**config.mk**
```make
export PLATFORM = sky130hd
export DESIGN_NAME = sigmoid
export DESIGN_NICKNAME = d
export VERILOG_FILES = /design/src/design/sigmoidNumPkg.sv /design/src/design/sigmoidSegPkg.sv /design/src/design/sigmoidCtrl.sv /design/src/design/absInput.sv /design/src/design/segmentLookup.sv /design/src/design/shiftAddMul.sv /design/src/design/offsetFormat.sv /design/src/design/sigmoid.sv
export SDC_FILE = /design/constraint.sdc
export NUM_CORES = 1
export LEC_CHECK = 0
export ABC_AREA = 1
export BUFFER_PORTS_ARGS = -buffer_cell sky130_fd_sc_hd__buf_2
export CORE_MARGIN = 5
export CORE_UTILIZATION = 66
export DETAILED_ROUTE_END_ITERATION = 12
export GPL_TIMING_DRIVEN = 1
export PLACE_DENSITY = 0.86
export SETUP_SLACK_MARGIN = 0.2
export SYNTH_ARGS = -nofsm -noshare
export SYNTH_HDL_FRONTEND = slang
export SYNTH_HIERARCHICAL = 1
export SYNTH_SLANG_ARGS = --single-unit
```
**constraint.sdc**
```tcl
create_clock -name clk -period 3.1 [get_ports clk]
set_clock_uncertainty 0.15 [all_clocks]
set_input_delay 0.465 -clock clk [delete_from_list [all_inputs] [get_ports clk]]
set_output_delay 0.465 -clock clk [all_outputs]
set_load 0.1 [all_outputs]
```
**src/design/sigmoidNumPkg.sv**
```systemverilog
package sigmoidNumPkg;

	// Field widths along the datapath
	localparam int X_W       = 8;
	localparam int MAG_W     = 8;
	localparam int SLOPE_W   = 4;
	localparam int PARTIAL_W = 10;
	localparam int FUNC_W    = 12;
	localparam int Y_W       = 16;

	// Output word layout, top bit zero, folded sum, sign, constant tail
	localparam int FOLD_W = 11;
	localparam int LOW_W  = 3;

	// Register stages from i_x to o_y
	localparam int PIPE_DEPTH = 6;

	// Stage at which the sign is handed to the offset add
	localparam int SIGN_TAP = 4;

	// Constant low field of every output word
	localparam logic [LOW_W-1:0] OUT_LOW_BITS = 3'b011;

	// Signed input sample
	typedef logic signed [X_W-1:0] xIn_t;

	// Magnitude, -128 maps to 128
	typedef logic [MAG_W-1:0] mag_t;

	// Bit i weights the magnitude shifted left by i
	typedef logic [SLOPE_W-1:0] slope_t;

	// First level of the shift-add tree
	typedef logic [PARTIAL_W-1:0] partial_t;

	// Product and offset sum
	typedef logic [FUNC_W-1:0] func_t;

	typedef logic [Y_W-1:0] yOut_t;

endpackage

```
**src/design/sigmoidSegPkg.sv**
```systemverilog
package sigmoidSegPkg;
	import sigmoidNumPkg::*;

	// Eight linear pieces over the magnitude range
	localparam int SEG_COUNT = 8;
	localparam int SEG_W     = $clog2(SEG_COUNT);

	// Segment field sits at magnitude bits 6 to 4
	localparam int SEG_LSB = 4;

	// Weight step between the two slope bit pairs
	localparam int SLOPE_PAIR_SHIFT = 2;

	typedef logic [SEG_W-1:0] segIdx_t;

	// Slope per segment, steepest near zero
	localparam slope_t SEG_SLOPE [SEG_COUNT] = '{
		4'b1111,
		4'b1110,
		4'b1011,
		4'b1000,
		4'b0110,
		4'b0100,
		4'b0010,
		4'b0001
	};

	// Offset per segment, top two bits always 01
	localparam func_t SEG_OFFSET [SEG_COUNT] = '{
		12'h403,
		12'h41D,
		12'h47E,
		12'h50F,
		12'h58B,
		12'h624,
		12'h6E2,
		12'h758
	};

endpackage

```
**src/design/sigmoidCtrl.sv**
```systemverilog
`timescale 1ns/1ps

module sigmoidCtrl import sigmoidNumPkg::*; (
	input  logic clk,
	input  logic i_rstN,
	input  logic i_inValid,
	input  logic i_sign,
	output logic o_signS4,
	output logic o_outValid
);

	// Bit k holds the valid of the sample sitting in stage k+1
	logic [PIPE_DEPTH-1:0] validPipe;

	// Sign from stage 1 up to the tap stage
	logic [SIGN_TAP-1:0] signPipe;

	always_ff @(posedge clk or negedge i_rstN) begin
		if (!i_rstN) begin
			validPipe <= '0;
		end else begin
			validPipe <= {validPipe[PIPE_DEPTH-2:0], i_inValid};
		end
	end

	always_ff @(posedge clk or negedge i_rstN) begin
		if (!i_rstN) begin
			signPipe <= '0;
		end else begin
			signPipe <= {signPipe[SIGN_TAP-2:0], i_sign};
		end
	end

	// Lines up with the product entering the offset add
	assign o_signS4 = signPipe[SIGN_TAP-1];

	// One pulse per sample, six stages after entry
	assign o_outValid = validPipe[PIPE_DEPTH-1];

endmodule

```
**src/design/absInput.sv**
```systemverilog
`timescale 1ns/1ps

module absInput import sigmoidNumPkg::*; (
	input  logic clk,
	input  logic i_rstN,
	input  xIn_t i_x,
	output mag_t o_mag,
	output logic o_sign
);

	logic negative;
	mag_t negated;
	mag_t magNext;

	assign negative = i_x[X_W-1];

	// Two's complement, -128 wraps to 8'h80 which reads as 128
	assign negated = mag_t'(~i_x) + mag_t'(1);
	assign magNext = negative ? negated : mag_t'(i_x);

	always_ff @(posedge clk or negedge i_rstN) begin
		if (!i_rstN) begin
			o_mag <= '0;
		end else begin
			o_mag <= magNext;
		end
	end

	// Registered by the control module
	assign o_sign = negative;

endmodule

```
**src/design/segmentLookup.sv**
```systemverilog
`timescale 1ns/1ps

module segmentLookup import sigmoidNumPkg::*, sigmoidSegPkg::*; (
	input  logic   clk,
	input  logic   i_rstN,
	input  mag_t   i_mag,
	output mag_t   o_mag,
	output slope_t o_slope,
	output func_t  o_offset
);

	logic    overRange;
	segIdx_t segIdx;
	slope_t  slopeNext;
	func_t   offsetNext;

	// 128 only, the top bit alone is set
	assign overRange = i_mag[MAG_W-1];

	// Last segment for 128, otherwise bits 6 to 4
	assign segIdx = overRange ? segIdx_t'(SEG_COUNT - 1) : i_mag[SEG_LSB +: SEG_W];

	// Coefficient tables
	assign slopeNext  = SEG_SLOPE[segIdx];
	assign offsetNext = SEG_OFFSET[segIdx];

	always_ff @(posedge clk or negedge i_rstN) begin
		if (!i_rstN) begin
			o_mag    <= '0;
			o_slope  <= '0;
			o_offset <= '0;
		end else begin
			o_mag    <= i_mag;
			o_slope  <= slopeNext;
			o_offset <= offsetNext;
		end
	end

endmodule

```
**src/design/shiftAddMul.sv**
```systemverilog
`timescale 1ns/1ps

module shiftAddMul import sigmoidNumPkg::*, sigmoidSegPkg::*; (
	input  logic   clk,
	input  logic   i_rstN,
	input  mag_t   i_mag,
	input  slope_t i_slope,
	input  func_t  i_offset,
	output func_t  o_product,
	output func_t  o_offset
);

	// Magnitude gated by each slope bit
	mag_t gated [SLOPE_W];

	partial_t pairLow;
	partial_t pairHigh;
	partial_t pairLowR;
	partial_t pairHighR;
	func_t    offsetR;
	func_t    productNext;

	always_comb begin
		for (int i = 0; i < SLOPE_W; i++) begin
			gated[i] = i_slope[i] ? i_mag : '0;
		end
	end

	// First level, each pair is x*b0 + 2*x*b1
	assign pairLow  = partial_t'(gated[0]) + (partial_t'(gated[1]) << 1);
	assign pairHigh = partial_t'(gated[2]) + (partial_t'(gated[3]) << 1);

	always_ff @(posedge clk or negedge i_rstN) begin
		if (!i_rstN) begin
			pairLowR  <= '0;
			pairHighR <= '0;
			offsetR   <= '0;
		end else begin
			pairLowR  <= pairLow;
			pairHighR <= pairHigh;
			offsetR   <= i_offset;
		end
	end

	// Second level, upper pair carries weight 4
	assign productNext = func_t'(pairLowR) + (func_t'(pairHighR) << SLOPE_PAIR_SHIFT);

	always_ff @(posedge clk or negedge i_rstN) begin
		if (!i_rstN) begin
			o_product <= '0;
			o_offset  <= '0;
		end else begin
			o_product <= productNext;
			o_offset  <= offsetR;
		end
	end

endmodule

```
**src/design/offsetFormat.sv**
```systemverilog
`timescale 1ns/1ps

module offsetFormat import sigmoidNumPkg::*; (
	input  logic  clk,
	input  logic  i_rstN,
	input  func_t i_product,
	input  func_t i_offset,
	input  logic  i_sign,
	output yOut_t o_y
);

	func_t sumNext;
	func_t sumR;
	logic  signR;

	logic [FOLD_W-1:0] folded;
	yOut_t             yNext;

	// Wraps at 12 bits
	assign sumNext = i_product + i_offset;

	// Sign follows the sum by one stage
	always_ff @(posedge clk or negedge i_rstN) begin
		if (!i_rstN) begin
			sumR  <= '0;
			signR <= 1'b0;
		end else begin
			sumR  <= sumNext;
			signR <= i_sign;
		end
	end

	// Negative inputs give 1 - f(|x|), which is the complement here
	assign folded = sumR[FOLD_W-1:0] ^ {FOLD_W{signR}};

	assign yNext = {1'b0, folded, signR, OUT_LOW_BITS};

	always_ff @(posedge clk or negedge i_rstN) begin
		if (!i_rstN) begin
			o_y <= '0;
		end else begin
			o_y <= yNext;
		end
	end

endmodule

```
**src/design/sigmoid.sv**
```systemverilog
`timescale 1ns/1ps

module sigmoid import sigmoidNumPkg::*; (
	input  logic  clk,
	input  logic  i_rstN,
	input  logic  i_inValid,
	input  xIn_t  i_x,
	output yOut_t o_y,
	output logic  o_outValid
);

	// Stage 0 outputs
	logic  signS0;
	mag_t  magS1;

	// Stage 1 outputs
	mag_t   magS2;
	slope_t slopeS2;
	func_t  offsetS2;

	// Stage 2 and 3 outputs
	func_t productS4;
	func_t offsetS4;

	// Sign handed to the offset add
	logic signS4;

	// Valid and sign travel here, data travels below
	sigmoidCtrl sigmoidCtrl_i (
		.clk        (clk),
		.i_rstN     (i_rstN),
		.i_inValid  (i_inValid),
		.i_sign     (signS0),
		.o_signS4   (signS4),
		.o_outValid (o_outValid)
	);

	absInput absInput_i (
		.clk    (clk),
		.i_rstN (i_rstN),
		.i_x    (i_x),
		.o_mag  (magS1),
		.o_sign (signS0)
	);

	segmentLookup segmentLookup_i (
		.clk      (clk),
		.i_rstN   (i_rstN),
		.i_mag    (magS1),
		.o_mag    (magS2),
		.o_slope  (slopeS2),
		.o_offset (offsetS2)
	);

	// Two cycles of multiply
	shiftAddMul shiftAddMul_i (
		.clk       (clk),
		.i_rstN    (i_rstN),
		.i_mag     (magS2),
		.i_slope   (slopeS2),
		.i_offset  (offsetS2),
		.o_product (productS4),
		.o_offset  (offsetS4)
	);

	// Add, then fold the sign into the output word
	offsetFormat offsetFormat_i (
		.clk       (clk),
		.i_rstN    (i_rstN),
		.i_product (productS4),
		.i_offset  (offsetS4),
		.i_sign    (signS4),
		.o_y       (o_y)
	);

endmodule

```
* After elaboration in Yosys (flattened, before gate mapping)
Memories as Yosys holds them, arrays and structs flattened. A register that Yosys moved wholly into a read port is not among the register bits. Index checks and enable logic that the tools add are counted.
Word-level totals: input port bits 11, output and inout bits 17, flip-flop bits (word level) 104, word-level logic and storage cells 30, memories 2, ROM bits 128
Operators by class: add/subtract/negate cells 5, reductions and logical operators 2, bitwise logic cells 3, muxes and demuxes 6
Memory list:
- (no name shown) | depth 8, bits a word 12, rd ports 1, clocked after Yosys merged registers in 1, wr ports 0, RTL line segmentLookup.sv:25 | assign offsetNext = SEG_OFFSET[segIdx];
- (no name shown) | depth 8, bits a word 4, rd ports 1, clocked after Yosys merged registers in 1, wr ports 0, RTL line segmentLookup.sv:24 | assign slopeNext = SEG_SLOPE[segIdx];
Operators with widths (number):
- two-way mux 8 bit | 5
- adder 10 x 11 -> 11 bit | 1
- adder 11 bit | 1
- XOR 11 bit | 1
- adder 8 x 9 -> 10 bit | 1
- adder 8 x 9 -> 9 bit | 1
- adder 8 x 1 -> 8 bit (second input constant) | 1
- inverter 8 bit | 1
- inverter 3 -> 4 bit | 1
- two-way mux 3 bit | 1
- zero test 1 bit | 2

* Longest topological paths before layout
depth in word-level cells 3, mapped depth 11, depth with buffers taken out 10

* Cells and area by module
The synthesis kept the hierarchy.
Modules (own cells, without submodules):
- shiftAddMul | sequential area each 1401.3 µm², instances 1, area an instance 2696.3 µm², cells an instance 300
- offsetFormat | sequential area each 625.6 µm², instances 1, area an instance 1328.8 µm², cells an instance 149
- segmentLookup | sequential area each 575.6 µm², instances 1, area an instance 849.6 µm², cells an instance 71
- absInput | sequential area each 200.2 µm², instances 1, area an instance 396.6 µm², cells an instance 47
- sigmoidCtrl | sequential area each 250.2 µm², instances 1, area an instance 250.2 µm², cells an instance 10

* Worst setup path before layout
Ideal clock, no wire load.
kind flip-flop to output port, start register offsetFormat_i.o_y[1], end output o_y[1], arrival 1.324 ns, data required time 2.485 ns, cell stages (with the launch flop) 2, setup slack 1.161 ns, buffers on the path 1, cells stage by stage dfrtp_1 -> buf_4
RTL lines:
- from (decl) | RTL line offsetFormat.sv:9 | output yOut_t o_y
- from (signal assigned) | RTL line offsetFormat.sv:42 | o_y <= yNext;
- to (decl) | RTL line sigmoid.sv:8 | output yOut_t o_y,
No word-level cell between the ends.

* Worst setup path after layout
start register segmentLookup_i.o_slope[0], end register shiftAddMul_i.pairLowR[7]
Between the ends: longest elaborated chain between the ends 2
Ends and longest elaborated chain:
- from (decl) | RTL line segmentLookup.sv:8 | output slope_t o_slope,
- two-way mux 8 bit | RTL line shiftAddMul.sv:25 | gated[i] = i_slope[i] ? i_mag : '0;
- adder 8 x 9 -> 10 bit | RTL line shiftAddMul.sv:30 | assign pairLow = partial_t'(gated[0]) + (partial_t'(gated[1]) << 1);
- named net shiftAddMul_i.pairLow[7] | RTL line shiftAddMul.sv:16 | partial_t pairLow;
- to (signal assigned) | RTL line shiftAddMul.sv:39 | pairLowR <= pairLow;
- to (decl) | RTL line shiftAddMul.sv:18 | partial_t pairLowR;
The timed path passes the listed nets, and every way through them passes these cells.

==> metrics.txt <==
layout filler cell count=455; relative max-transition margin=0.5824; number of diodes=0; Critical Path Sink Type=flip-flop; Clock Tree Buf Depth=2; DRT Pass-1 Iters=5; Final nets=641; CP cell instances=nand2_1, inv_1, ha_1, fa_1, nand3_1, nand2_1, nand2_1, nand2_1, xor2_1; Port Buffers=25; WS Path Type=reg -> reg; I/O pin cnt=28; minimum clock period=2130 ps; Net Switching=2.133 mW; clock power share=0.360; max-slew violations=0; Total GRT Usage=0.2360; total CTS buffers=17; Setup Viol. Count Final=0; Leak Pwr=3.539 nW; RSZ-0062 raised after global routing=false; Int Power=3.651 mW; synthesized area=5315 um^2; fmax=469.5 MHz; run status=finished, final reports clean; postcts setup bufs=0; Syn Inst Count=549; sequential share of power=0.349; die area=9948 um^2; vias in the first global route=3857; Crit path required time=3350 ps; routability cong.=0.9282; Slew @ Worst Pin=626.4 ps; first-pass GRT wire length=18.11 mm; antenna violations before repair=0; PD cells=933.7 nW/um^2; Worst-path clk slew=60 ps; Remaining DRCs=0; RR Startpoint=segmentLookup_i/o_slope[0]; htree depth=4; CP bufs+invs=1; setup TNS=0 ps; core box area=7767 um^2; Crit. Startpoint=segmentLookup_i/o_slope[0]; grt ovf=0; DP Worst Slack=1105 ps; Syn Area/Cell=9.681 um^2; row cnt=32; CTS tree=done; hold path start=i_x[5]; Max stage delay on crit path=460 ps; Synth warnings=6; Routed WL=10.59 mm; Combinational Power Share=0.291; CP dominant cell by count=nand2_1; largest net degree at the start of global routing=76; Initial Utilization=0.6843; Crit Path Max Fanout=8; Post-DRT Antenna Nets=0; dpl hpwl=6.844 mm; share of post-route cells with drive strength above 1=0.1181; Hold Crit Class=in -> reg; Max-cap violations=0; clock insertion delay at the later pin of the skew report=520 ps; final hold vios=0; Vias=3669; iteration-0 DRC count of the detailed router=192; Die H=99.74 um; crit share post-route=0.6871; crit start category=flip-flop; Slowest cell on crit path=dfrtp_1; Syn-to-layout area delta=16.55%; Root Buffer Master=clkbuf_8; vias per cell=5.219; sw frac=0.3688; Horiz. Die Dim=99.74 um; CP arrival=2380 ps; peak supply drop=0.6047 mV; CP top delay family=adder cells; setup ws final=970.1 ps; mean routed wirelength per cell=15.07 um; clk sinks=118
-- final timing paths --
check | endpoint | slack (ps) | depth (start not counted)
max | shiftAddMul_i/pairLowR[7] | 970 | 9
min | absInput_i/o_mag[5] | 40 | 3
max reg2reg | shiftAddMul_i/pairLowR[7] | 970 | 9
min reg2reg | shiftAddMul_i/o_offset[9] | 200 | 0
max in group asynchronous | segmentLookup_i/o_offset[9] | 1680 | 3
min in group asynchronous | offsetFormat_i/o_y[8] | 350 | 2
-- routing by layer --
metal / global-route usage / part of all wire
met4: 0.09034 / 0.021
met5: 0 / 0
met1: 0.2643 / 0.39
met3: 0.05820 / 0.040
met2: 0.4305 / 0.55
-- worst reg2reg max path, cell delays in order, from the launching register on --
cell and delay (ps):
dfrtp_1 460, nand2_1 150, inv_1 70, ha_1 230
fa_1 410, nand3_1 100, nand2_1 120, nand2_1 90
nand2_1 70, xor2_1 160
-- cell type report --
type / instances / area (um^2) / area share
multi-input combinational: 334 / 1962 / 0.3167
sequential: 118 / 2953 / 0.4767
clock inverter: 14 / 210.2 / 0.03393
tap: 102 / 127.6 / 0.02060
inverter: 87 / 326.6 / 0.05272
timing repair buffer: 30 / 187.7 / 0.03030
clock buffer: 18 / 427.9 / 0.06908
-- repair_timing --
action | in CTS | in global routing
endpoints found under the setup margin | 0 | 0
endpoints found under the hold margin | 46 | 0
resized for setup | 0 | 0
hold buffers | 4 | 0
-- layout by cell type, fill, tap and decap left out, types with 2 or more instances in the layout --
cell             n
nand2_1        164
dfrtp_1        118
inv_1           86
ha_1            38
nand3_1         30
xor2_1          26
buf_2           24
nor2_1          22
clkbuf_16       16
a21oi_1         15
inv_6            5
bufinv_16        4
clkinv_4         4
dlygate4sd3_1    4
nand4_1          4
fa_1             4
conb_1           4
nor2_2           3
nand3_2          3
nand3b_1         3
xnor2_1          3
o21a_1           3
o21ai_0          2
clkbuf_8         2
a21oi_2          2
o21ai_1          2
nand2_2          2
-- through the flow --
stage	hold WS, ps	instance area (um^2)	power (mW)	instances	utilization
floorplan	19.41	5319	3.318	550	-
global placement	181.6	5517	3.599	667	0.7102
detailed placement	184.7	5517	3.675	667	0.7102
CTS	13.74	6195	5.811	703	0.7975
global route	35.70	6195	6.071	703	0.7975
finish	42.10	6195	5.784	703	0.7975
-- power groups by stage --
stage               Combinational [mW]  Sequential, mW  Clock (mW)
floorplan                        0.811            2.51           0
global placement                  1.58            2.02           0
detailed placement                1.64            2.03           0
CTS                               1.68            2.02        2.11
global route                      1.84            2.05        2.19
finish                            1.69            2.02        2.08
-- sequential cells by signal, indices dropped and copies added, names as in the netlist --
name and flops:
shiftAddMul_i/offsetR 11, offsetFormat_i/o_y 13, absInput_i/o_mag 8, offsetFormat_i/signR 1
shiftAddMul_i/o_product 11, segmentLookup_i/o_mag 8, segmentLookup_i/o_offset 11, shiftAddMul_i/o_offset 11
segmentLookup_i/o_slope 4, sigmoidCtrl_i/validPipe 6, shiftAddMul_i/pairHighR 9, shiftAddMul_i/pairLowR 10
offsetFormat_i/sumR 11, sigmoidCtrl_i/signPipe 4
(Power assumes the default switching activity.)
